File: src/roadf_pkg.sv
`default_nettype none

package roadf_pkg;

    // memory map, level one by A15..A13
    localparam logic [15:0] rom_base = 16'h4000; // rom from here to ffff, read only

    // 2000-3fff block, split by A12..A11
    localparam logic [1:0] vram_sel = 2'd0; // 0,1 video ram
    localparam logic [1:0] ram_sel  = 2'd2; // 2,3 work ram, 3 is the nvram half

    // 0000-1fff block, pages by A12..A10
    localparam logic [2:0] objram_page = 3'd4; // 1000-13ff
    localparam logic [2:0] io_page     = 3'd5; // 1400-17ff

    // io ports inside io_page, by A9..A7
    localparam logic [2:0] io_intst = 3'd0; // interrupt status, frame toggle
    localparam logic [2:0] io_iow   = 3'd1; // addressable latch
    localparam logic [2:0] io_snd   = 3'd2; // sound latch
    localparam logic [2:0] io_in5   = 3'd4; // dip bank b
    localparam logic [2:0] io_ior   = 3'd5; // cabinet bytes

    // addressable latch bits, A2..A0
    localparam logic [2:0] latch_flip     = 3'd0;
    localparam logic [2:0] latch_snd_irq  = 3'd1;
    // 2 test out, 3-4 coin counters, 5-6 unused
    localparam logic [2:0] latch_irq_clrn = 3'd7;

    // nvram window, upper half of work ram
    localparam int nvram_aw = 11; // 2 kB

    localparam logic [7:0] unmapped_byte = 8'hff; // open bus pulls up

endpackage

`default_nettype wire
File: src/roadf_bus_if.sv
`default_nettype none

// cpu side of the main board bus
interface roadf_bus_if (
    input wire clk // only for checks in the devices
);
    logic [15:0] addr;
    logic        rnw;  // 1 = read
    logic        vma;  // valid memory access
    logic [7:0]  dout; // cpu write data
    logic        cen;  // cpu clock enable, qualifies writes

    // driven by the cpu side at the top level
    modport cpu (input clk, output addr, rnw, vma, dout, cen);

    // every decoder, latch and memory just listens
    modport dev (input clk, addr, rnw, vma, dout, cen);

endinterface

`default_nettype wire

File: src/roadf_cabinet_io.sv
`default_nettype none

module roadf_cabinet_io (
    input  wire        clk,
    roadf_bus_if.dev   bus,
    input  wire        rom_cs,
    input  wire        vram_cs,
    input  wire        objram_cs,
    input  wire        ram_cs,
    input  wire        ior_cs,
    input  wire        in5_cs,
    input  wire [7:0]  rom_data,
    input  wire [7:0]  vram_dout,
    input  wire [7:0]  obj_dout,
    input  wire [7:0]  ram_dout,
    input  wire [1:0]  start_button,
    input  wire [1:0]  coin_input,
    input  wire [6:0]  joystick1,
    input  wire [6:0]  joystick2,
    input  wire        service,
    input  wire [7:0]  dipsw_a,
    input  wire [7:0]  dipsw_b,
    input  wire [2:0]  dipsw_c, // board jumpers
    output logic [7:0] cpu_din
);

    logic [7:0] cabinet;

    // buttons up top, directions swapped in pairs as wired on the pcb
    function automatic logic [7:0] joy_byte(input logic [6:0] j);
        return {1'b1, j[6:4], j[2], j[3], j[0], j[1]};
    endfunction

    always_comb begin
        case (bus.addr[1:0])
            2'd0:    cabinet = {dipsw_c, start_button, service, coin_input};
            2'd1:    cabinet = joy_byte(joystick1);
            2'd2:    cabinet = joy_byte(joystick2);
            default: cabinet = dipsw_a;
        endcase
    end

    // read mux, one register stage
    always_ff @(posedge clk) begin
        if (rom_cs) begin
            cpu_din <= rom_data;
        end else if (vram_cs) begin
            cpu_din <= vram_dout;
        end else if (ram_cs) begin
            cpu_din <= ram_dout; // already one clock late from the ram
        end else if (objram_cs) begin
            cpu_din <= obj_dout;
        end else if (ior_cs) begin
            cpu_din <= cabinet;
        end else if (in5_cs) begin
            cpu_din <= dipsw_b;
        end else begin
            cpu_din <= roadf_pkg::unmapped_byte;
        end
    end

endmodule

`default_nettype wire

File: src/flat_wrapper.sv
// flat-port wrapper written by rule: the top's interface ports become plain ports
module roadf_cabinet_io_flat 
  (clk, rom_cs, vram_cs, objram_cs, ram_cs, ior_cs, in5_cs, rom_data, vram_dout, obj_dout, ram_dout, start_button, coin_input, joystick1, joystick2, service, dipsw_a, dipsw_b, dipsw_c, cpu_din, bus_addr, bus_rnw, bus_vma, bus_dout, bus_cen);
  roadf_bus_if bus_i (.clk(clk));
  input  wire clk;
  input  wire rom_cs;
  input  wire vram_cs;
  input  wire objram_cs;
  input  wire ram_cs;
  input  wire ior_cs;
  input  wire in5_cs;
  input  wire [7:0] rom_data;
  input  wire [7:0] vram_dout;
  input  wire [7:0] obj_dout;
  input  wire [7:0] ram_dout;
  input  wire [1:0] start_button;
  input  wire [1:0] coin_input;
  input  wire [6:0] joystick1;
  input  wire [6:0] joystick2;
  input  wire service;
  input  wire [7:0] dipsw_a;
  input  wire [7:0] dipsw_b;
  input  wire [2:0] dipsw_c;
  output logic [7:0] cpu_din;
  input wire logic [$bits(bus_i.addr)-1:0] bus_addr;
  input wire logic [$bits(bus_i.rnw)-1:0] bus_rnw;
  input wire logic [$bits(bus_i.vma)-1:0] bus_vma;
  input wire logic [$bits(bus_i.dout)-1:0] bus_dout;
  input wire logic [$bits(bus_i.cen)-1:0] bus_cen;
  assign bus_i.addr = bus_addr;
  assign bus_i.rnw = bus_rnw;
  assign bus_i.vma = bus_vma;
  assign bus_i.dout = bus_dout;
  assign bus_i.cen = bus_cen;
  roadf_cabinet_io u_core (.clk(clk), .bus(bus_i), .rom_cs(rom_cs), .vram_cs(vram_cs), .objram_cs(objram_cs), .ram_cs(ram_cs), .ior_cs(ior_cs), .in5_cs(in5_cs), .rom_data(rom_data), .vram_dout(vram_dout), .obj_dout(obj_dout), .ram_dout(ram_dout), .start_button(start_button), .coin_input(coin_input), .joystick1(joystick1), .joystick2(joystick2), .service(service), .dipsw_a(dipsw_a), .dipsw_b(dipsw_b), .dipsw_c(dipsw_c), .cpu_din(cpu_din));
endmodule
File: config.mk
export PLATFORM = sky130hd
export DESIGN_NAME = roadf_cabinet_io_flat
export DESIGN_NICKNAME = d
export VERILOG_FILES = /design/src/roadf_pkg.sv /design/src/roadf_bus_if.sv /design/src/roadf_cabinet_io.sv /design/src/flat_wrapper.sv
export SDC_FILE = /design/constraint.sdc
export NUM_CORES = 1
export LEC_CHECK = 0
export BUFFER_PORTS_ARGS = -buffer_cell sky130_fd_sc_hd__buf_2
export CORE_AREA = 2 2 53 55
export CTS_CLUSTER_DIAMETER = 50
export CTS_CLUSTER_SIZE = 12
export DETAILED_ROUTE_END_ITERATION = 12
export DIE_AREA = 0 0 55 57
export PLACE_DENSITY = 0.82
export SKIP_LAST_GASP = 1
export SYNTH_ARGS = -nofsm -noshare
export SYNTH_HDL_FRONTEND = slang
export SYNTH_SLANG_ARGS = --single-unit
File: constraint.sdc
create_clock -name clk -period 2.6 [get_ports clk]
set_input_delay 0 -clock clk [delete_from_list [all_inputs] [get_ports clk]]
set_output_delay 0 -clock clk [all_outputs]
set_load 0.03 [all_outputs]
==> impl_metrics.ini <==
[worst_setup_path]
cp.arrival_ns = 1.31
worstPathMaxFanout = 16
cp-start-kind = input pin
required_ns = 2.75
crit_buf_inv = 1
cp_cell_sequence = buf_2, ha_1, nor2b_1, nor4b_1, a211oi_1, o41ai_2
worstSetupStartpoint = bus_addr[0]
path_delay_family = simple AND/OR/NAND/NOR gates
cp-end-kind = flip-flop
max_stage_delay_ns = 0.37
critPathKind = in2reg
crit_slowest_cell = ha_1

[sta]
worst_pin_slew_ns = 0.505
fmax_mhz = 865
drv_slew = 0
fin_tns_setup_ns = 0
finalSetupViolCount = 0
slew_headroom_pct = 66.3
holdWs_ns = 0.0419
fin_crit_sh_pct = 44.5
fin_crit_ns = 1.16
hold_viol = 0
rsz0062_at_grt = no

[floorplanning]
die_area_sq_um = 3140
ios = 112
fp-row-count = 19
die_height_microns = 57
initial_core_util_pct = 29.8
die_x_microns = 55
core-area_sq_um = 2620

[clock_tree]
clock-sinks = 8
cts.reportedPaths.clkPinSlew_ns = 0.05
post_cts_resized = 0
clockRootBuffer = clkbuf_4
htreeDepth = 1
cts_tree = done
cts_buffers = 3
clock_path_buffers = 2

[yosys]
synthesis.nets = 211
yosys_warnings = 0
synthCells = 103
syn_avg_cell_area_sq_um = 7.56
ys_ff_latch = 8
synth.distinct_cells = 28
yosysSeqAreaShare_pct = 20.6
synth_area_sq_um = 778

[pwr]
p_leak_nw = 0.625
combPwrFrac_pct = 44.8
vdd_drop_max_uv = 147
switching_power_uw = 140
p_sw_share_pct = 33.9
p_seq_share_pct = 33.4
internal_power_uw = 273
power_density_nw_per_um2 = 328
clock_power_share_pct = 21.8

[routing]
dr.pass1.iters = 4
wire_per_inst_microns = 12.9
drc_errors = 0
ant_nets = 0
totalWireLength_mm = 2.84
dr.first_iter.drc_count = 19
viasPerCell = 5.17
via_count = 1137

[global_route]
antenna_found_initial = 0
globalRouteOverflowTotal = 0
grt_usage_pct = 19.9
grt_max_degree = 17
grt_pass1_wl_mm = 4.66
grt_pass1_vias = 1156

[cells_and_area]
area_growth_pct = 62.1
fin_nets = 299
fillers = 282
drive_above_1_share_pct = 49.7
antenna_cells = 0
largestRegisters = u_core.cpu_din (8)
top_register = u_core.cpu_din
largest_register_ff_count = 8

[placed_design]
gp_congestion = 0.779
dp_hpwl_mm = 2.49
numPortBuffers = 86

[worst_hold_path]
min_from = rom_cs
hp-class = in2reg

[run]
cap_viol_max_count = 0

[status]
status = finished, final reports clean
==> cell families after synthesis <==
group / share of synthesized area [%]
AOI/OAI and AO/OA: 50.3
adders and majority gates: 6.43
buffers and inverters: 5.79
DFF: 20.6
and+or+nand+nor: 16.9
==> metal layers <==
layer | share of wire (%) | up-vias | GRT usage, %
met5 | 0 | - | 0
met3 | 11 | 2 | 5.50
met4 | 0.28 | 0 | 7.32
li1 | - | 590 | -
met1 | 37 | 486 | 22.0
met2 | 51 | 59 | 35.0
==> what timing repair did <==
item,4_1_cts,5_1_grt
hold buffers,1,0
buffers inserted,0,0
endpoints found under the hold margin,1,0
==> stage by stage <==
step           cells  power, mW  setup slack (ns)  utilization, %  area (sq um)
4_1_cts          220      0.417              1.45            48.2          1260
5_1_grt          220      0.441              1.31            48.2          1260
3_5_place_dp     216      0.325              1.19            47.0          1230
3_3_place_gp     216      0.323              1.22            47.0          1230
2_1_floorplan    103      0.236              1.51               -           778
6_report         220      0.413              1.44            48.2          1260
==> synth_stat cells <==
cell type,count,area [sq um]
a211oi_1,2,15.0
a21oi_1,11,55.1
a221o_1,1,10.0
a221oi_1,7,61.3
a22oi_1,7,52.6
a31oi_1,7,43.8
and2b_2,1,8.76
buf_2,3,15.0
clkbuf_1,1,3.75
dfxtp_1,8,160
ha_1,4,50.1
inv_1,6,22.5
inv_2,1,3.75
nand2_1,8,30.0
nand2b_1,6,37.5
nand3b_1,1,7.51
nor2_1,1,3.75
nor2_2,1,6.26
nor2b_1,2,12.5
nor3_2,1,10.0
nor4b_1,1,8.76
o2111ai_1,6,52.6
o21a_1,1,7.51
o21ai_0,7,35.0
o21ai_1,1,5.00
o22ai_1,6,37.5
o41ai_2,1,16.3
or2_1,1,6.26
==> final timing paths <==
check / endpoint / slack (ns) / cells past startpoint
setup / recovery: u_core.cpu_din[7] / 1.44 / 6
hold / removal: u_core.cpu_din[7] / 0.04 / 2
==> power groups by stage <==
stage                     Sequential, mW  Combinational (mW)  Clock [mW]
after global routing               0.139               0.206      0.0963
after global placement             0.141               0.182           0
after detailed placement           0.141               0.184           0
after floorplan                    0.168              0.0680           0
after CTS                          0.138               0.186      0.0931
final                              0.138               0.185      0.0903
==> area by class of cell <==
cell class | count | area [sq um] | share of cell area, %
Inverter | 7 | 26.3 | 2.08
Tap cell | 31 | 38.8 | 3.08
Clock buffer | 3 | 22.5 | 1.79
Sequential cell | 8 | 160 | 12.7
Timing Repair Buffer | 87 | 440 | 34.9
Multi-Input combinational cell | 84 | 573 | 45.4
==> cell usage in the layout (no fill, tap or decap) <==
cell	n
nand2_1	8
nor4b_1	1
nor3_2	1
buf_2	86
o22ai_1	6
ha_1	4
o2111ai_1	6
a21oi_1	11
nor2_2	1
o21ai_0	7
dfxtp_1	8
clkbuf_4	3
a211oi_1	2
a22oi_1	7
nor2_1	1
inv_2	1
and2b_2	1
o21a_1	1
dlygate4sd3_1	1
a221o_1	1
a31oi_1	7
o41ai_2	1
a221oi_1	7
inv_1	6
nand2b_1	6
nor2b_1	2
or2_1	1
nand3b_1	1
o21ai_1	1
Note: power is estimated with default switching activity, not from simulation.
