## config.mk

```make
export PLATFORM = sky130hd
export DESIGN_NAME = roadf_outlatch_flat
export DESIGN_NICKNAME = d
export VERILOG_FILES = /design/src/roadf_pkg.sv /design/src/roadf_bus_if.sv /design/src/roadf_outlatch.sv /design/src/flat_wrapper.sv
export SDC_FILE = /design/constraint.sdc
export NUM_CORES = 1
export LEC_CHECK = 0
export BUFFER_PORTS_ARGS = -buffer_cell sky130_fd_sc_hd__buf_4
export CORE_AREA = 4 4 41 43
export DETAILED_ROUTE_END_ITERATION = 12
export DIE_AREA = 0 0 45 47
export PLACE_DENSITY = 0.53
export RECOVER_POWER = 50
export SYNTH_ARGS = -nofsm -noshare
export SYNTH_HDL_FRONTEND = slang
export SYNTH_SLANG_ARGS = --single-unit
```

## constraint.sdc

```tcl
create_clock -name clk -period 0.85 [get_ports clk]
set_input_delay 0.0425 -clock clk [delete_from_list [all_inputs] [get_ports clk]]
set_output_delay 0.0425 -clock clk [all_outputs]
set_load 0.005 [all_outputs]
```

## src/roadf_pkg.sv

```systemverilog
`default_nettype none

package roadf_pkg;

    // memory map, level one by A15..A13
    localparam logic [15:0] rom_base = 16'h4000; // rom from here to ffff, read only

    // 2000-3fff block, split by A12..A11
    localparam logic [1:0] vram_sel = 2'd0; // 0,1 video ram
    localparam logic [1:0] ram_sel  = 2'd2; // 2,3 work ram, 3 is the nvram half

    // 0000-1fff block, pages by A12..A10
    localparam logic [2:0] objram_page = 3'd4; // 1000-13ff
    localparam logic [2:0] io_page     = 3'd5; // 1400-17ff

    // io ports inside io_page, by A9..A7
    localparam logic [2:0] io_intst = 3'd0; // interrupt status, frame toggle
    localparam logic [2:0] io_iow   = 3'd1; // addressable latch
    localparam logic [2:0] io_snd   = 3'd2; // sound latch
    localparam logic [2:0] io_in5   = 3'd4; // dip bank b
    localparam logic [2:0] io_ior   = 3'd5; // cabinet bytes

    // addressable latch bits, A2..A0
    localparam logic [2:0] latch_flip     = 3'd0;
    localparam logic [2:0] latch_snd_irq  = 3'd1;
    // 2 test out, 3-4 coin counters, 5-6 unused
    localparam logic [2:0] latch_irq_clrn = 3'd7;

    // nvram window, upper half of work ram
    localparam int nvram_aw = 11; // 2 kB

    localparam logic [7:0] unmapped_byte = 8'hff; // open bus pulls up

endpackage

`default_nettype wire
```

## src/roadf_bus_if.sv

```systemverilog
`default_nettype none

// cpu side of the main board bus
interface roadf_bus_if (
    input wire clk // only for checks in the devices
);
    logic [15:0] addr;
    logic        rnw;  // 1 = read
    logic        vma;  // valid memory access
    logic [7:0]  dout; // cpu write data
    logic        cen;  // cpu clock enable, qualifies writes

    // driven by the cpu side at the top level
    modport cpu (input clk, output addr, rnw, vma, dout, cen);

    // every decoder, latch and memory just listens
    modport dev (input clk, addr, rnw, vma, dout, cen);

endinterface

`default_nettype wire

```

## src/roadf_outlatch.sv

```systemverilog
`default_nettype none

module roadf_outlatch (
    input  wire      clk,
    input  wire      rst,
    roadf_bus_if.dev bus,
    input  wire      iow_cs,
    input  wire      intst_cs,
    output logic     flip,
    output logic     snd_irq,
    output logic     irq_clrn,
    output logic     obj_frame
);

    logic intst_l; // intst_cs seen at the last cen edge

    // 259 style latch, A2..A0 picks the bit, D0 is the value
    always_ff @(posedge clk) begin
        if (rst) begin
            flip      <= 1'b0;
            snd_irq   <= 1'b0;
            irq_clrn  <= 1'b0; // irq held off until the game enables it
            obj_frame <= 1'b0;
            intst_l   <= 1'b0;
        end else if (bus.cen) begin
            intst_l <= intst_cs;
            // any access flips the buffer, read or write
            if (intst_cs && !intst_l) begin
                obj_frame <= ~obj_frame;
            end
            if (iow_cs && !bus.rnw) begin
                case (bus.addr[2:0])
                    roadf_pkg::latch_flip:     flip     <= bus.dout[0];
                    roadf_pkg::latch_snd_irq:  snd_irq  <= bus.dout[0];
                    roadf_pkg::latch_irq_clrn: irq_clrn <= bus.dout[0];
                    // coin counters and test bit
                    // have nothing to drive here
                    default: ;
                endcase
            end
        end
    end

endmodule

`default_nettype wire

```

## src/flat_wrapper.sv

```systemverilog
// flat-port wrapper written by rule: the top's interface ports become plain ports
module roadf_outlatch_flat 
  (clk, rst, iow_cs, intst_cs, flip, snd_irq, irq_clrn, obj_frame, bus_addr, bus_rnw, bus_vma, bus_dout, bus_cen);
  roadf_bus_if bus_i (.clk(clk));
  input  wire clk;
  input  wire rst;
  input  wire iow_cs;
  input  wire intst_cs;
  output logic flip;
  output logic snd_irq;
  output logic irq_clrn;
  output logic obj_frame;
  input wire logic [$bits(bus_i.addr)-1:0] bus_addr;
  input wire logic [$bits(bus_i.rnw)-1:0] bus_rnw;
  input wire logic [$bits(bus_i.vma)-1:0] bus_vma;
  input wire logic [$bits(bus_i.dout)-1:0] bus_dout;
  input wire logic [$bits(bus_i.cen)-1:0] bus_cen;
  assign bus_i.addr = bus_addr;
  assign bus_i.rnw = bus_rnw;
  assign bus_i.vma = bus_vma;
  assign bus_i.dout = bus_dout;
  assign bus_i.cen = bus_cen;
  roadf_outlatch u_core (.clk(clk), .rst(rst), .bus(bus_i), .iow_cs(iow_cs), .intst_cs(intst_cs), .flip(flip), .snd_irq(snd_irq), .irq_clrn(irq_clrn), .obj_frame(obj_frame));
endmodule
```

==> results of run 1 <==
==> critical path, delay by kind of cell, from the launching register on <==
kind,cells,cell delay (ns)
compound gates,1,0.12
flops,1,0.31
simple gates,1,0.33
==> layout make-up <==
type | instances | share of cell area (%)
clock buffer | 4 | 6.774
multi-input combinational | 19 | 31.29
timing repair buffer | 15 | 30.65
tap | 15 | 4.839
sequential | 5 | 26.45
==> cells in the mapped netlist, drive strengths merged <==
| cell | n |
|---|---|
| a21oi | 1 |
| and4b | 1 |
| dfxtp | 5 |
| mux2i | 4 |
| nand2 | 2 |
| nand2b | 4 |
| nand3 | 1 |
| nand4 | 1 |
| nor2 | 3 |
| o21ai | 1 |
| or3 | 1 |
==> cell families (layout without fill, tap and decap cells) <==
| kind of cell | after synthesis | in the layout | share of synthesized area [%] |
|---|---|---|---|
| muxes | 4 | 4 | 18.08 |
| AOI/OAI and AO/OA | 2 | 2 | 4.515 |
| DFF | 5 | 5 | 45.20 |
| buffers and inverters | 0 | 19 | 0 |
| and+or+nand+nor | 13 | 13 | 32.20 |
==> metrics by stage <==
step	utilization [%]	total power (W)	area [µm²]	TNS, ns
6_report	29.81	0.0006077	387.9	0
2_1_floorplan	-	0.0002717	221.5	0
5_1_grt	29.81	0.0006350	387.9	-0.004788
3_3_place_gp	26.54	0.0003241	345.3	-0.01673
3_5_place_dp	26.54	0.0003247	345.3	-0.02225
4_1_cts	29.42	0.0006112	382.9	0
==> registers in the layout, indices dropped and copies added, names as in the netlist <==
name and flops:
u_core.flip 1, u_core.intst_l 1, u_core.irq_clrn 1, u_core.obj_frame 1
u_core.snd_irq 1
==> path summary, 6_finish.rpt <==
kind	endpoint	slack, ns
setup / recovery	u_core.obj_frame	0.02
hold / removal	u_core.intst_l	0.04
setup reg to reg	u_core.obj_frame	0.02
hold reg to reg	u_core.snd_irq	0.48
==> metal layers <==
| metal | track usage (%) | share of wire, % | vias up |
|---|---|---|---|
| met5 | 0 | 0 | - |
| met4 | 5.263 | 1.7 | 0 |
| met3 | 3.065 | 15 | 2 |
| met2 | 6.497 | 41 | 11 |
| met1 | 5.708 | 42 | 97 |
| li1 | - | - | 122 |
==> power groups by stage <==
stage	clock network [W]	logic, W	registers, W
global placement	0	0.0000742	0.000250
floorplan	0	0.0000211	0.000251
detailed placement	0	0.0000745	0.000250
CTS	0.000286	0.0000784	0.000246
finish	0.000281	0.0000795	0.000247
global route	0.000301	0.0000871	0.000247
==> what timing repair did <==
item / CTS / global route
setup endpoints to repair: 1 / 1
pin swaps: 2 / 0
hold buffers: 1 / 0
gates resized for setup: 1 / 2
endpoints found under the hold margin: 2 / 0
==> results.md, run 1 <==
- Crit path largest cell delay: 0.33 ns
- WL final: 535 µm
- Avg Cell Area, Syn: 9.228 µm²
- CP cell instances: or3_1, a21oi_1
- Final period util: 97.67%
- Synth cell types: 11
- Startpoint types: flip-flop
- Origin of the worst setup path: u_core.obj_frame
- I/O pin cnt: 35
- Standard-cell rows: 13
- CTS Buffer Depth: 2
- Outcome: complete, no violations
- Reg area: 102.6 µm²
- First-pass GRT wire length: 717 µm
- Core Region: 1301 µm²
- Max Cap Viol: 0
- Antenna cell count: 0
- RD Place Congestion: 0.6145
- WHS Path Cells: 3
- Synthesis-stage register bit count: 5
- Number of port buffers: 13
- Die footprint: 2115 µm²
- Share of the synthesized area in the top cell type: 45.20%
- WP data arrival: 1.00 ns
- Sequential power share: 40.6%
- All-Layer GR Usage: 5.142%
- Slowest CP cell: or3_1
- Worst slew pin tran: 0.1181 ns
- Remaining Overflow, GRT: 0
- Final instance count without filler cells: 58
- CTS tree: yes
- Fin. max-slew vios: 0
- Worst endpoint required time: 1.02 ns
- Area grow syn2layout: 75.14%
- Hold slack: 0.04400 ns
- Min Tclk post-route: 0.8302 ns
- Int Pwr: 0.0004745 W
- Slew Limit Headroom: 91.90%
- Post-CTS Repair Setup Buffers: 0
- Clock slew at reported path FFs: 0.05 ns
- Worst setup EP type: flip-flop
- Fillers: 155
- H-tree Lvls: 1
- Pwr dens: 1567 nW/µm²
- Area leader, netlist: dfxtp_1
- Final WS setup: 0.01984 ns
- CP Max Fanout: 2
- Die Ht: 47 µm
- Hold violation total from the final report: 0
- # clock sinks: 5
- Clock buffer count from CTS: 3
- Top post-synthesis cells by area: dfxtp_1, mux2i_1, nand2b_1, nor2_1, and4b_1
- Initial antenna violation count: 0
- Avg WL per Cell: 9.224 µm
- Clock share of power: 46.3%
- Crit Path Category: reg2reg
- DR vias: 232
- Combinational power share: 13.1%
- Final setup viols: 0
- Starting Density: 17.02%
- Clock root buffer: clkbuf_4
- Unrepaired setup endpoints after global routing: yes
- Lkg Pwr: 0.1913 nW
- Synth Net Count: 55
- Switching share of power: 21.91%
- Most frequent cells in the layout: buf_4, nand2b_1, mux2i_1
- Final nets: 75
- Vias in the first global route: 204
- Sequential share of the synthesized area: 45.20%
- Worst R2R Path Depth: 2
- Clock Latency Late Sink: 0.24 ns
- Commonest non-fill, non-tap cell in the layout: buf_4
- Vias per inst: 4.000
- Share of post-route cells with drive strength above 1: 44.19%
- Largest net degree at the start of global routing: 6
- DP Worst Slack: -0.02225 ns
- Post-Synthesis Cells: 24
- Drt first-iter violations: 4
- Chip width: 45 µm
- Synthesized cell area: 221.5 µm²
- Worst vdd ir: 0.6090 mV
- Worst Hold Launch: intst_cs
- Dpl cells: 53
- Fin Clk Skew: 0.00002970 ns
- Syn. warnings: 0
- Pre-antenna DRT Iters: 4
- Multi-input gate area: 121.4 µm²
- NetSw: 0.0001331 W
- Post-detail-place hpwl: 428.7 µm
- RR Startpoint: u_core.obj_frame
- Fmax: 1.205 GHz
- Worst hold path type: in2reg
- DR DRC count: 0
- Post-DRT Antenna Nets: 0
Power figures use the tool's default switching activity.
==> run 2: changes to the inputs <==
--- a/config.mk
+++ b/config.mk
@@ -11,5 +11,4 @@
 export DIE_AREA = 0 0 45 47
 export PLACE_DENSITY = 0.53
-export RECOVER_POWER = 50
 export SYNTH_ARGS = -nofsm -noshare
 export SYNTH_HDL_FRONTEND = slang
==> constraint.sdc (replaced) <==
create_clock -name clk -period 0.85 [get_ports clk]
set_input_delay 0.0425 -clock clk [delete_from_list [all_inputs] [get_ports clk]]
set_output_delay 0.0425 -clock clk [all_outputs]
set_load 0.01 [all_outputs]
==> results.md, run 2 (same netlist as run 1, synthesis figures left out) <==
- Clock Latency Late Sink: 0.24 ns (about the same)
- Outcome: finished with violations (was complete, no violations)
- Unrepaired setup endpoints after global routing: yes (unchanged)
- Crit path largest cell delay: 0.35 ns (was 0.33 ns)
- Min Tclk post-route: 0.8545 ns (was 0.8302 ns)
- CP cell instances: or3_1, a21oi_1 (unchanged)
- Starting Density: 17.02% (unchanged)
- Final period util: 100.5% (was 97.67%)
- # clock sinks: 5 (unchanged)
- Core Region: 1301 µm² (unchanged)
- Wire length on met2: 252 µm (was 221 µm)
- Fmax: 1.170 GHz (was 1.205 GHz)
- DR vias: 238 (was 232)
- Slew Limit Headroom: 91.91% (was 91.90%)
- Worst setup EP type: flip-flop (unchanged)
- Hold slack: 0.05327 ns (was 0.04400 ns)
- Clock slew at reported path FFs: 0.05 ns (about the same)
- RD Place Congestion: 0.6037 (was 0.6145)
- Worst slew pin tran: 0.1180 ns (was 0.1181 ns)
- Chip width: 45 µm (unchanged)
- Fin Clk Skew: 0.00006284 ns (was 0.00002970 ns)
- Worst vdd ir: 0.6085 mV (was 0.6090 mV)
- Most frequent cells in the layout: buf_4, nand2b_1, mux2i_1 (unchanged)
- Worst Hold Launch: intst_cs (unchanged)
- Pre-antenna DRT Iters: 2 (was 4)
- Failing checks: setup timing
- Post-DRT Antenna Nets: 0 (unchanged)
- Initial antenna violation count: 0 (unchanged)
- Vias per inst: 4.034 (was 4.000)
- WL final: 573 µm (was 535 µm)
- Worst endpoint required time: 1.02 ns (about the same)
- CP Max Fanout: 2 (unchanged)
- Crit path buf inv count: 0 (unchanged)
- Standard-cell rows: 13 (unchanged)
- CTS tree: yes (unchanged)
- I/O pin cnt: 35 (unchanged)
- First-pass GRT wire length: 959 µm (was 717 µm)
- Remaining Overflow, GRT: 0 (unchanged)
- Area grow syn2layout: 78.53% (was 75.14%)
- Max Cap Viol: 0 (unchanged)
- Final nets: 76 (was 75)
- Max Used Layer: met4 (unchanged)
- DR DRC count: 0 (unchanged)
- Final WS setup: -0.004476 ns (was 0.01984 ns)
- Final setup viols: 1 (was 0)
- Vias in the first global route: 230 (was 204)
- Die Ht: 47 µm (unchanged)
- Dpl cells: 53 (unchanged)
- Drt first-iter violations: 1 (was 4)
- Hold violation total from the final report: 0 (unchanged)
- Lkg Pwr: 0.1968 nW (was 0.1913 nW)
- M1 WL: 242 µm (was 225 µm)
- Worst hold path type: in2reg (unchanged)
- Largest net degree at the start of global routing: 6 (unchanged)
- Antenna cell count: 0 (unchanged)
- WP data arrival: 1.02 ns (was 1.00 ns)
- Fin. max-slew vios: 0 (unchanged)
- Critical path's top delay family: simple AND/OR/NAND/NOR gates (unchanged)
- Clock root buffer: clkbuf_4 (unchanged)
- RR Startpoint: u_core.obj_frame (unchanged)
- Slowest CP cell: or3_1 (unchanged)
- Avg WL per Cell: 9.712 µm (was 9.224 µm)
- H-tree Lvls: 1 (unchanged)
- Sum Neg Setup Slack: -0.004476 ns (was 0 ns)
- Pwr dens: 1534 nW/µm² (was 1567 nW/µm²)
- Die footprint: 2115 µm² (unchanged)
- Share of post-route cells with drive strength above 1: 45.45% (was 44.19%)
- Routed met3 length: 65 µm (was 78 µm)
- Number of port buffers: 13 (unchanged)
- Origin of the worst setup path: u_core.obj_frame (unchanged)
- All-Layer GR Usage: 6.962% (was 5.142%)
- Clock buffer count from CTS: 3 (unchanged)
- Final instance count without filler cells: 59 (was 58)
- Commonest non-fill, non-tap cell in the layout: buf_4 (unchanged)
- Crit Path Category: reg2reg (unchanged)
- CTS Buffer Depth: 2 (unchanged)
- Pwr Total: 0.0006066 W (was 0.0006077 W)
- Startpoint types: flip-flop (unchanged)
==> run 2: cell types whose count changed in the layout (fill, tap and decap cells not counted), sizes merged <==
cell,previous run,this run
buf,14,15
==> run 2: through the flow <==
| stage | setup WS [ns] | util [%] | cell area, µm² |
|---|---|---|---|
| global placement | -0.02043 | 26.63 | 346.6 |
| floorplan | 0.004199 | - | 222.7 |
| finish | -0.004476 | 30.38 | 395.4 |
| CTS | -0.01495 | 30.38 | 395.4 |
| global route | -0.05151 | 30.38 | 395.4 |
| detailed placement | -0.02974 | 26.63 | 346.6 |
==> run 2: worst reg2reg max path: cells and delay by family, from the launching register on <==
family	cells	cell delay, ns
and+or+nand+nor	1	0.35
AOI/OAI and AO/OA	1	0.12
DFF	1	0.31
==> run 2: final timing paths <==
path	to	cells after the start	slack [ns]
worst max register to register	u_core.obj_frame	2	-0.004
worst min-delay path	u_core.intst_l	3	0.05
worst min register to register	u_core.irq_clrn	2	0.47
worst max-delay path	u_core.obj_frame	2	-0.004
==> run 2: metal layers <==
| layer | GRT usage, % | up-vias |
|---|---|---|
| met3 | 3.448 | 2 |
| met2 | 8.192 | 9 |
| li1 | - | 126 |
| met5 | 0 | - |
| met1 | 7.991 | 101 |
| met4 | 8.772 | 0 |
==> run 2: timing repair <==
item / 4_1_cts / 5_1_grt
hold buffers: 1 / 0
hold endpoints to repair: 2 / 0
buffers inserted: 1 / 0
endpoints found under the setup margin: 2 / 2
resized for setup: 2 / 0
pin swaps: 2 / 0
==> run 2: final cells by class <==
cell class	instances	area (µm²)
Fill cell	162	905.9
Timing Repair Buffer	16	126.4
Multi-Input combinational cell	19	121.4
Sequential cell	5	102.6
Clock buffer	4	26.28
Tap cell	15	18.77
==> run 2: report_power, final <==
part | leakage (nW) | switching, W | internal, W
Sequential | 0.0414 | 0.00000309 | 0.000244
Combinational | 0.140 | 0.0000300 | 0.0000563
Clock | 0.0150 | 0.0000963 | 0.000177
Total | 0.197 | 0.000129 | 0.000477
