[src/roadf_pkg.sv]
`default_nettype none

package roadf_pkg;

    // memory map, level one by A15..A13
    localparam logic [15:0] rom_base = 16'h4000; // rom from here to ffff, read only

    // 2000-3fff block, split by A12..A11
    localparam logic [1:0] vram_sel = 2'd0; // 0,1 video ram
    localparam logic [1:0] ram_sel  = 2'd2; // 2,3 work ram, 3 is the nvram half

    // 0000-1fff block, pages by A12..A10
    localparam logic [2:0] objram_page = 3'd4; // 1000-13ff
    localparam logic [2:0] io_page     = 3'd5; // 1400-17ff

    // io ports inside io_page, by A9..A7
    localparam logic [2:0] io_intst = 3'd0; // interrupt status, frame toggle
    localparam logic [2:0] io_iow   = 3'd1; // addressable latch
    localparam logic [2:0] io_snd   = 3'd2; // sound latch
    localparam logic [2:0] io_in5   = 3'd4; // dip bank b
    localparam logic [2:0] io_ior   = 3'd5; // cabinet bytes

    // addressable latch bits, A2..A0
    localparam logic [2:0] latch_flip     = 3'd0;
    localparam logic [2:0] latch_snd_irq  = 3'd1;
    // 2 test out, 3-4 coin counters, 5-6 unused
    localparam logic [2:0] latch_irq_clrn = 3'd7;

    // nvram window, upper half of work ram
    localparam int nvram_aw = 11; // 2 kB

    localparam logic [7:0] unmapped_byte = 8'hff; // open bus pulls up

endpackage

`default_nettype wire
[src/roadf_bus_if.sv]
`default_nettype none

// cpu side of the main board bus
interface roadf_bus_if (
    input wire clk // only for checks in the devices
);
    logic [15:0] addr;
    logic        rnw;  // 1 = read
    logic        vma;  // valid memory access
    logic [7:0]  dout; // cpu write data
    logic        cen;  // cpu clock enable, qualifies writes

    // driven by the cpu side at the top level
    modport cpu (input clk, output addr, rnw, vma, dout, cen);

    // every decoder, latch and memory just listens
    modport dev (input clk, addr, rnw, vma, dout, cen);

endinterface

`default_nettype wire

[src/roadf_decode.sv]
`default_nettype none

module roadf_decode (
    roadf_bus_if.dev bus,
    output logic     rom_cs,
    output logic     vram_cs,
    output logic     objram_cs,
    output logic     ram_cs,
    output logic     intst_cs,
    output logic     iow_cs,
    output logic     snd_data_cs,
    output logic     in5_cs,
    output logic     ior_cs
);

    always_comb begin
        // rom is read only, writes up there hit nothing
        rom_cs      = bus.vma && bus.rnw && (bus.addr >= roadf_pkg::rom_base);
        vram_cs     = 1'b0;
        objram_cs   = 1'b0;
        ram_cs      = 1'b0;
        intst_cs    = 1'b0;
        iow_cs      = 1'b0;
        snd_data_cs = 1'b0;
        in5_cs      = 1'b0;
        ior_cs      = 1'b0;
        if (bus.vma) begin
            case (bus.addr[15:13]) // first 138
                3'd1: begin // 2000-3fff, halves by A12
                    if (bus.addr[12] == roadf_pkg::ram_sel[1]) begin
                        ram_cs = 1'b1; // 3000-3fff
                    end else if (bus.addr[12] == roadf_pkg::vram_sel[1]) begin
                        vram_cs = 1'b1; // 2000-2fff, two chips on the board
                    end
                end
                3'd0: begin
                    case (bus.addr[12:10]) // second 138
                        roadf_pkg::objram_page: objram_cs = 1'b1;
                        roadf_pkg::io_page: begin
                            case (bus.addr[9:7]) // io 138
                                roadf_pkg::io_intst: intst_cs    = 1'b1;
                                roadf_pkg::io_iow:   iow_cs      = 1'b1;
                                roadf_pkg::io_snd:   snd_data_cs = 1'b1;
                                roadf_pkg::io_in5:   in5_cs      = 1'b1;
                                roadf_pkg::io_ior:   ior_cs      = 1'b1;
                                default: ; // 3,6,7 unused
                            endcase
                        end
                        default: ;
                    endcase
                end
                default: ; // rom space handled above
            endcase
        end
    end

    // the three 138 levels never overlap
    a_one_select: assert property (@(posedge bus.clk)
        $onehot0({rom_cs, vram_cs, objram_cs, ram_cs, intst_cs,
                  iow_cs, snd_data_cs, in5_cs, ior_cs}))
        else $error("decode: more than one chip select");

endmodule

`default_nettype wire

[src/flat_wrapper.sv]
// flat-port wrapper written by rule: the top's interface ports become plain ports
module roadf_decode_flat 
  (rom_cs, vram_cs, objram_cs, ram_cs, intst_cs, iow_cs, snd_data_cs, in5_cs, ior_cs, clk, bus_addr, bus_rnw, bus_vma, bus_dout, bus_cen);
  roadf_bus_if bus_i (.clk(clk));
  output logic rom_cs;
  output logic vram_cs;
  output logic objram_cs;
  output logic ram_cs;
  output logic intst_cs;
  output logic iow_cs;
  output logic snd_data_cs;
  output logic in5_cs;
  output logic ior_cs;
  input wire logic clk;
  input wire logic [$bits(bus_i.addr)-1:0] bus_addr;
  input wire logic [$bits(bus_i.rnw)-1:0] bus_rnw;
  input wire logic [$bits(bus_i.vma)-1:0] bus_vma;
  input wire logic [$bits(bus_i.dout)-1:0] bus_dout;
  input wire logic [$bits(bus_i.cen)-1:0] bus_cen;
  assign bus_i.addr = bus_addr;
  assign bus_i.rnw = bus_rnw;
  assign bus_i.vma = bus_vma;
  assign bus_i.dout = bus_dout;
  assign bus_i.cen = bus_cen;
  roadf_decode u_core (.bus(bus_i), .rom_cs(rom_cs), .vram_cs(vram_cs), .objram_cs(objram_cs), .ram_cs(ram_cs), .intst_cs(intst_cs), .iow_cs(iow_cs), .snd_data_cs(snd_data_cs), .in5_cs(in5_cs), .ior_cs(ior_cs));
endmodule
[config.mk]
export PLATFORM = sky130hd
export DESIGN_NAME = roadf_decode_flat
export DESIGN_NICKNAME = d
export VERILOG_FILES = /design/src/roadf_pkg.sv /design/src/roadf_bus_if.sv /design/src/roadf_decode.sv /design/src/flat_wrapper.sv
export SDC_FILE = /design/constraint.sdc
export NUM_CORES = 1
export LEC_CHECK = 0
export BUFFER_PORTS_ARGS = -buffer_cell sky130_fd_sc_hd__buf_2
export CAP_MARGIN = 20
export CORE_AREA = 2 2 39 41
export DETAILED_ROUTE_END_ITERATION = 8
export DIE_AREA = 0 0 41 43
export PLACE_DENSITY_LB_ADDON = 0.05
export SKIP_LAST_GASP = 1
export SLEW_MARGIN = 20
export SYNTH_ARGS = -nofsm -noshare
export SYNTH_HDL_FRONTEND = slang
export SYNTH_SLANG_ARGS = --single-unit
[constraint.sdc]
create_clock -name vclk -period 1.7
set_input_delay 0.34 -clock vclk [all_inputs]
set_output_delay 0.34 -clock vclk [all_outputs]
set_load 0.01 [all_outputs]
==> impl_metrics.py, run 1 <==
metrics = {
    "run_status": {
        "result_of_the_run": "complete, no violations",
    },
    "yosys": {
        "largest_family_of_logic_cells_by_synthesized_area": "simple AND/OR/NAND/NOR gates",
        "xor_xnor_portion_of_the_synthesized_cell_area": 0,
        "synth-compound-area-share": 0.0842,
        "synth_fp_nets": 46,
        "synthDominantAreaCellType": "sky130_fd_sc_hd__nor4_1",
        "gate_count_post_synth": 18,
        "synthMuxAreaShare": 0,
        "syn_avg_cell_area_um2": 6.60,
        "yosysUniqueCellTypes": 9,
        "yosys.area.top_type_share": 0.368,
        "post_synth_main_area_contributors": "sky130_fd_sc_hd__nor4_1 37%, sky130_fd_sc_hd__nand4bb_1 19%, sky130_fd_sc_hd__nand2b_1 11%",
        "share_of_synthesized_area_occupied_by_flip_flops_and_latches": 0,
        "synth-simple-area-share": 0.821,
        "synthesized_area_fraction_occupied_by_adder_cells": 0,
        "synth.cell_area_um2": 119,
        "yosys_warnings": 0,
    },
    "setup_path": {
        "worstSetupStartpointType": "input pin",
        "series_of_cell_instances_along_the_critical_path": "buf_2 -> or3_4 -> nor4_1 -> buf_2",
        "critical_path_sink": "ior_cs",
        "timing.critical_path.from": "bus_addr[13]",
        "critical_path.endpoint_type": "output pin",
        "worstPathRequired_ns": 1.36,
        "worstSetupPathType": "input pin to output pin",
        "worst_path_max_delay_cell": "sky130_fd_sc_hd__or3_4",
        "cp_max_fo": 4,
        "slowest_stage_delay_on_critical_path_ns": 0.40,
        "crit_top_cell": "sky130_fd_sc_hd__buf_2",
        "worst_ep_arrival_time_ns": 1.30,
    },
    "layout": {
        "layout-drive-gt1-share": 0.595,
        "seq_cells": 0,
        "antenna_cells_inserted": 0,
        "mostFrequentLayoutCell": "sky130_fd_sc_hd__buf_2",
        "regArea_um2": 0,
        "layout.cells.most_common_list": "20 x sky130_fd_sc_hd__buf_2, 7 x sky130_fd_sc_hd__nor4_1, 2 x sky130_fd_sc_hd__inv_1, 2 x sky130_fd_sc_hd__nand2b_1",
        "area_overhead_of_the_layout_relative_to_synthesis_pct": 102,
        "design.final.nets": 67,
        "layout.filler_cells": 169,
        "final.clkbuf_count": 0,
    },
    "sta": {
        "setup_total_neg_slack_ns": 0,
        "final_hold_viol_count": 0,
        "slew_viol_final": 0,
        "finalCriticalPeriod_ns": 1.64,
        "fmaxAchievable_ghz": 0.610,
        "layout_worst_path_cycle_share": 0.964,
        "fin_hold_ws_ns": 0.956,
        "max_slew_margin": 0.836,
        "worst-slew-pin-transition_ns": 0.244,
        "grt_setup_unrepaired": "no",
        "setup_viol": 0,
    },
    "placement": {
        "numPortBuffers": 20,
        "detailedPlacementHpwl_um": 442,
        "gp_congestion": 0.565,
    },
    "worst_hold_path": {
        "holdCritPathClass": "input pin to output pin",
        "timing.hold.worst_path_depth": 3,
    },
    "pwr": {
        "largest_voltage_drop_on_the_vdd_net_mv": 0.0180,
        "power.total_uw": 35.3,
        "p_leak_nw": 0.132,
        "cellPowerDensity_nw_per_um2": 147,
    },
    "floorplan": {
        "die_x_um": 41,
        "total_die_area_um2": 1760,
        "number_of_rows_created_at_floorplan": 14,
        "initial_utilization": 0.0859,
        "num_io_pins": 37,
        "core_area_um2": 1380,
        "die-height_um": 43,
    },
    "clock_network": {
        "cts.repair.resized": 0,
        "cts_setup_buffers": 0,
        "cts.hold.buffers_added": 0,
    },
    "global_routing": {
        "grt_pass1_vias": 196,
        "grt_first_pass_wirelength_um": 814,
        "globalRouteOverflowTotal": 0,
        "maximum_number_of_pins_on_one_net_before_global_route_repair": 8,
        "globalRouteTotalUtil": 0.0599,
        "antenna_found_initial": 0,
    },
    "route": {
        "detail_route.iter0.violations": 3,
        "avgViaCountPerCell": 3.96,
        "drt-wirelength-per-cell_um": 9.83,
        "routed_wire_length_um": 521,
        "post-route-drc-count": 0,
        "dr.pass1.iters": 2,
        "vias": 210,
        "ant_nets": 0,
    },
    "run": {
        "maxCapViolations": 0,
    },
}
-- power by group --
group / switching (mW) / internal [mW] / leakage (nW)
combinational: 0.0177 / 0.0176 / 0.132
sequential: 0 / 0 / 0
clock: 0 / 0 / 0
-- worst min path at each step --
stage / from / to / slack (ns)
2_1_floorplan: bus_addr[10] / objram_cs / 0.73
3_3_place_gp: bus_addr[14] / vram_cs / 0.94
3_5_place_dp: bus_addr[11] / objram_cs / 0.95
4_1_cts: bus_addr[15] / vram_cs / 0.95
5_1_grt: bus_addr[14] / vram_cs / 0.98
6_report: bus_addr[11] / objram_cs / 0.96
-- layout make-up --
class              count  area (um2)  share of cell area
inverters              2        7.51              0.0313
multi-input cells     15         113               0.469
well taps             16        20.0              0.0833
repair buffers        20         100               0.417
-- kinds of logic after synthesis --
| kind of cell | count (synthesis) |
|---|---|
| AOI/OAI and AO/OA | 1 |
| and+or+nand+nor | 14 |
| buffers and inverters | 3 |
-- synth_stat cells (all sizes together) --
cell / number
clkbuf: 1
inv: 2
nand2: 1
nand2b: 2
nand4bb: 2
nor2: 1
nor4: 7
o211a: 1
or3: 1
-- metal layers --
| metal | up-vias | GRT usage | wire [um] |
|---|---|---|---|
| li1 | 111 | - | - |
| met1 | 89 | 0.0918 | 244 |
| met2 | 10 | 0.0938 | 225 |
| met3 | 0 | 0.00524 | 52 |
| met4 | 0 | 0 | 0 |
| met5 | - | 0 | 0 |
-- critical path, delay by kind of cell --
kind / cells / cell delay (ns)
and+or+nand+nor: 2 / 0.65
buffers and inverters: 2 / 0.30
-- stage by stage --
stage	area [um2]	cells	setup WS [ns]	util
2_1_floorplan	119	18	0.217	-
3_3_place_gp	235	53	0.0693	0.170
3_5_place_dp	235	53	0.0423	0.170
4_1_cts	235	53	0.0424	0.170
5_1_grt	240	53	0.0111	0.174
6_report	240	53	0.0614	0.174
No activity file was read; power rests on OpenSTA's default activity.
==> run 2: changes to the inputs <==
--- a/config.mk
+++ b/config.mk
@@ -5,12 +5,13 @@
 export SDC_FILE = /design/constraint.sdc
 export NUM_CORES = 1
 export LEC_CHECK = 0
+export ABC_AREA = 1
 export BUFFER_PORTS_ARGS = -buffer_cell sky130_fd_sc_hd__buf_2
 export CAP_MARGIN = 20
 export CORE_AREA = 2 2 39 41
 export DETAILED_ROUTE_END_ITERATION = 8
 export DIE_AREA = 0 0 41 43
-export PLACE_DENSITY_LB_ADDON = 0.05
+export PLACE_DENSITY = 0.57
 export SKIP_LAST_GASP = 1
 export SLEW_MARGIN = 20
 export SYNTH_ARGS = -nofsm -noshare
==> run 2 against run 1 <==
  * Sequential cell count unchanged
  * Final cell count is 32% higher
  * Worst setup slack better by 0.30 ns
  * Synthesized cell count is 89% higher
  * Power grew 11%
  * Die area unchanged
==> impl_metrics.py, run 2 <==
metrics = {
    "run_status": {
        "result_of_the_run": "complete, no violations",
    },
    "placement": {
        "detailedPlacementHpwl_um": 428,
        "place.detailed.instances": 70,
        "numPortBuffers": 20,
        "gp_congestion": 0.637,
    },
    "setup_path": {
        "worst_path_max_delay_cell": "sky130_fd_sc_hd__buf_2",
        "cp_max_fo": 5,
        "critical_path.endpoint_type": "output pin",
        "critical-path-top-delay-family": "simple AND/OR/NAND/NOR gates",
        "worstSetupStartpointType": "input pin",
        "series_of_cell_instances_along_the_critical_path": "buf_2 -> inv_1 -> nand2_1 -> nor2_1 -> nand2_1 -> nor2_1 -> buf_2",
        "worstPathRequired_ns": 1.36,
        "timing.critical_path.from": "bus_addr[11]",
        "path_buf_inv": 3,
        "slowest_stage_delay_on_critical_path_ns": 0.14,
        "worst_ep_arrival_time_ns": 1.00,
        "worstSetupPathType": "input pin to output pin",
    },
    "clock_network": {
        "cts.repair.resized": 0,
        "cts.hold.buffers_added": 0,
        "cts_setup_buffers": 0,
    },
    "layout": {
        "design.final.nets": 84,
        "stdcell_count": 70,
        "layout.cells.most_common_list": "20 x sky130_fd_sc_hd__buf_2, 12 x sky130_fd_sc_hd__nor2_1, 8 x sky130_fd_sc_hd__nand2_1",
        "regArea_um2": 0,
        "layout.filler_cells": 157,
        "final_core_util": 0.195,
        "antenna_cells_inserted": 0,
        "seq_cells": 0,
        "layout-drive-gt1-share": 0.463,
        "final.clkbuf_count": 0,
        "area_overhead_of_the_layout_relative_to_synthesis_pct": 80.0,
        "mostFrequentLayoutCell": "sky130_fd_sc_hd__buf_2",
    },
    "sta": {
        "finalCriticalPeriod_ns": 1.34,
        "layout_worst_path_cycle_share": 0.788,
        "setup_total_neg_slack_ns": 0,
        "final_hold_viol_count": 0,
        "grt_setup_unrepaired": "no",
        "max_slew_margin": 0.878,
        "worst-slew-pin-transition_ns": 0.182,
        "fmaxAchievable_ghz": 0.746,
        "setup_viol": 0,
        "slew_viol_final": 0,
    },
    "yosys": {
        "synth.most_common_cell": "sky130_fd_sc_hd__nor2_1",
        "yosys_warnings": 0,
        "synth_fp_nets": 62,
        "gate_count_post_synth": 34,
        "synth.cell_area_um2": 150,
        "synth_commonest_cells": "12 x sky130_fd_sc_hd__nor2_1, 8 x sky130_fd_sc_hd__nand2_1, 5 x sky130_fd_sc_hd__inv_1, 2 x sky130_fd_sc_hd__inv_2, 2 x sky130_fd_sc_hd__nand3_1",
        "share_of_synthesized_area_occupied_by_flip_flops_and_latches": 0,
        "synthDominantAreaCellType": "sky130_fd_sc_hd__nor2_1",
        "post_synth_main_area_contributors": "sky130_fd_sc_hd__nor2_1 30%, sky130_fd_sc_hd__nand2_1 20%, sky130_fd_sc_hd__inv_1 13%",
        "yosys.area.top_type_share": 0.300,
        "yosysUniqueCellTypes": 10,
        "syn_avg_cell_area_um2": 4.42,
    },
    "global_routing": {
        "globalRouteOverflowTotal": 0,
        "antenna_found_initial": 0,
        "globalRouteTotalUtil": 0.0509,
        "grt_pass1_vias": 181,
        "maximum_number_of_pins_on_one_net_before_global_route_repair": 7,
        "grt_first_pass_wirelength_um": 696,
        "grt_use_met1": 0.0601,
        "grt.met3_usage": 0,
        "grt_busiest_layer": "met2",
        "groute.layer.met2.usage": 0.100,
    },
    "floorplan": {
        "core_area_um2": 1380,
        "initial_utilization": 0.108,
        "die_x_um": 41,
        "number_of_rows_created_at_floorplan": 14,
        "num_io_pins": 37,
        "total_die_area_um2": 1760,
        "die-height_um": 43,
    },
    "route": {
        "ant_nets": 0,
        "detail_route.iter0.violations": 3,
        "post-route-drc-count": 0,
        "dr.pass1.iters": 3,
        "vias": 255,
        "drt-wirelength-per-cell_um": 6.79,
        "avgViaCountPerCell": 3.64,
        "routed_wire_length_um": 475,
    },
    "worst_hold_path": {
        "hold_path_startpoint": "bus_addr[12]",
        "holdCritPathClass": "input pin to output pin",
    },
    "pwr": {
        "cellPowerDensity_nw_per_um2": 145,
        "power.total_uw": 39.3,
        "largest_voltage_drop_on_the_vdd_net_mv": 0.0364,
        "p_leak_nw": 0.164,
    },
    "run": {
        "maxCapViolations": 0,
    },
}
## run 2: final timing paths
check                  to  slack [ns]  cells past startpoint
setup / recovery   in5_cs        0.36                      7
hold / removal    vram_cs        0.94                      3
## run 2: report_power, final
group          internal, mW  switching [mW]
Clock                     0               0
Sequential                0               0
Combinational        0.0170          0.0223
Total                0.0170          0.0223
## run 2: final cells by class
type,count,area (um2),share of cell area
Inverter,7,26.3,0.0972
Multi-Input combinational cell,27,124,0.458
Tap cell,16,20.0,0.0741
Timing Repair Buffer,20,100,0.370
## run 2: routing by layer
layer	share of wire	wire, um	up-vias
li1	-	-	142
met4	0	0	0
met3	0.12	55	0
met2	0.44	208	15
met5	0	0	-
met1	0.44	210	98
## run 2: logic make-up (layout without fill, tap and decap cells)
kind of cell,after synthesis,in the layout,synth area share
buffers and inverters,7,27,0.175
AND/OR/NAND/NOR,27,27,0.825
## run 2: through the flow
stage | hold slack, ns | setup WS (ns) | instance area (um2)
after floorplan | 0.728 | 0.553 | 150
after global placement | 0.937 | 0.343 | 270
after detailed placement | 0.942 | 0.340 | 270
after CTS | 0.942 | 0.337 | 270
after global routing | 0.966 | 0.231 | 270
final | 0.940 | 0.360 | 270
==> run 3: changes to the inputs <==
--- a/config.mk
+++ b/config.mk
@@ -11,7 +11,7 @@
 export CORE_AREA = 2 2 39 41
 export DETAILED_ROUTE_END_ITERATION = 8
 export DIE_AREA = 0 0 41 43
-export PLACE_DENSITY = 0.57
+export PLACE_DENSITY = 0.59
 export SKIP_LAST_GASP = 1
 export SLEW_MARGIN = 20
 export SYNTH_ARGS = -nofsm -noshare
==> constraint.sdc (replaced) <==
create_clock -name vclk -period 1.2
set_input_delay 0.24 -clock vclk [all_inputs]
set_output_delay 0.24 -clock vclk [all_outputs]
set_load 0.01 [all_outputs]
==> run 3 against run 2 <==
  * Sequential share of layout area unchanged
  * Final cell count unchanged
  * Hold slack got worse by 0.20 ns
  * First-iteration DRC count up 33%
  * Critical path type unchanged
  * Largest cell class unchanged
  * Largest power group unchanged
==> impl_metrics.py, run 3 (synthesis results as in run 2) <==
metrics = {
    "sta": {
        "layout_worst_path_cycle_share": 0.926,
        "fmaxAchievable_ghz": 0.900,
        "final_hold_viol_count": 0,
        "slew_viol_final": 0,
        "finalCriticalPeriod_ns": 1.11,
        "max_slew_margin": 0.909,
        "worst-slew-pin-transition_ns": 0.135,
        "setup_viol": 0,
        "grt_setup_unrepaired": "yes",
    },
    "route": {
        "routed_wire_length_um": 460,
        "vias": 258,
        "drt-wirelength-per-cell_um": 6.57,
        "detail_route.iter0.violations": 4,
        "dr.pass1.iters": 4,
        "post-route-drc-count": 0,
        "ant_nets": 0,
        "avgViaCountPerCell": 3.69,
    },
    "layout": {
        "multiInputGateArea_um2": 131,
        "final_area_um2": 278,
        "antenna_cells_inserted": 0,
        "layout.filler_cells": 155,
        "layout-drive-gt1-share": 0.519,
        "final.clkbuf_count": 0,
        "regArea_um2": 0,
        "design.final.nets": 84,
        "seq_cells": 0,
        "area_overhead_of_the_layout_relative_to_synthesis_pct": 85.0,
        "layout.cells.most_common_list": "20 x sky130_fd_sc_hd__buf_2, 10 x sky130_fd_sc_hd__nor2_1, 7 x sky130_fd_sc_hd__nand2_1",
        "mostFrequentLayoutCell": "sky130_fd_sc_hd__buf_2",
    },
    "global_routing": {
        "maximum_number_of_pins_on_one_net_before_global_route_repair": 7,
        "globalRouteTotalUtil": 0.0579,
        "grt_pass1_vias": 199,
        "grt_first_pass_wirelength_um": 772,
        "globalRouteOverflowTotal": 0,
        "antenna_found_initial": 0,
    },
    "setup_path": {
        "series_of_cell_instances_along_the_critical_path": "buf_2 -> inv_2 -> nand2_1 -> nor2_1 -> nand2_2 -> nor2_1 -> buf_2",
        "worst_path_max_delay_cell": "sky130_fd_sc_hd__buf_2",
        "worstSetupStartpointType": "input pin",
        "worstSetupPathType": "input pin to output pin",
        "critical-path-top-delay-family": "simple AND/OR/NAND/NOR gates",
        "worst_ep_arrival_time_ns": 0.87,
        "worstPathRequired_ns": 0.96,
        "critical_path.endpoint_type": "output pin",
        "cp_max_fo": 5,
        "slowest_stage_delay_on_critical_path_ns": 0.13,
        "path_buf_inv": 3,
    },
    "run": {
        "maxCapViolations": 0,
    },
    "floorplan": {
        "number_of_rows_created_at_floorplan": 14,
        "die_x_um": 41,
        "total_die_area_um2": 1760,
        "initial_utilization": 0.108,
        "die-height_um": 43,
        "num_io_pins": 37,
        "core_area_um2": 1380,
    },
    "worst_hold_path": {
        "holdCritPathClass": "input pin to output pin",
    },
    "pwr": {
        "power.total_uw": 57.8,
        "p_leak_nw": 0.165,
        "largest_voltage_drop_on_the_vdd_net_mv": 0.0728,
        "cellPowerDensity_nw_per_um2": 208,
    },
    "run_status": {
        "result_of_the_run": "complete, no violations",
    },
    "placement": {
        "gp_congestion": 0.633,
        "placed_cell_area_um2": 270,
        "detailedPlacementHpwl_um": 409,
        "numPortBuffers": 20,
    },
    "clock_network": {
        "cts.hold.buffers_added": 0,
    },
}
==> run 3: cell counts in the layout (fill, tap and decap cells not counted) <==
No cell type changed its count.
==> run 3: cell type report <==
class,instances,area share
Inverter,7,0.0946
Multi-Input combinational cell,27,0.473
Tap cell,16,0.0721
Timing Repair Buffer,20,0.360
==> run 3: tightest hold or removal path, stage by stage <==
cell and delay, ns:
sky130_fd_sc_hd__buf_2 0.10, sky130_fd_sc_hd__nor2_1 0.04, sky130_fd_sc_hd__buf_2 0.13
==> run 3: final timing paths <==
path,depth (start not counted),from,to
setup / recovery,7,bus_addr[13],in5_cs
hold / removal,3,bus_addr[12],vram_cs
==> run 3: per-stage QoR <==
stage	setup WS, ns	setup TNS (ns)	hold WS, ns	utilization	instances
final	0.0892	0	0.742	0.201	70
after global routing	-0.0254	-0.0283	0.770	0.201	70
after CTS	0.0235	0	0.744	0.195	70
after detailed placement	0.0247	0	0.745	0.195	70
after global placement	0.0354	0	0.738	0.195	70
after floorplan	0.253	0	0.528	-	34
==> run 3: what timing repair did <==
| action | in CTS | in global routing |
|---|---|---|
| endpoints found under the hold margin | 0 | 0 |
| endpoints found under the setup margin | 0 | 7 |
| setup buffers | 0 | 0 |
| resized for setup | 0 | 3 |
==> run 3: where the power goes <==
part / internal (mW) / total (mW) / leakage, nW / switching (mW)
Combinational: 0.0249 / 0.0578 / 0.165 / 0.0329
Clock: 0 / 0 / 0 / 0
Sequential: 0 / 0 / 0 / 0
Total: 0.0249 / 0.0578 / 0.165 / 0.0329
==> run 3: metal layers <==
layer	up-vias	wire length, um	part of all wire	track usage
li1	141	-	-	-
met1	98	213	0.46	0.0823
met2	19	176	0.38	0.100
met3	0	70	0.15	0
met4	0	0	0	0
met5	-	0	0	0
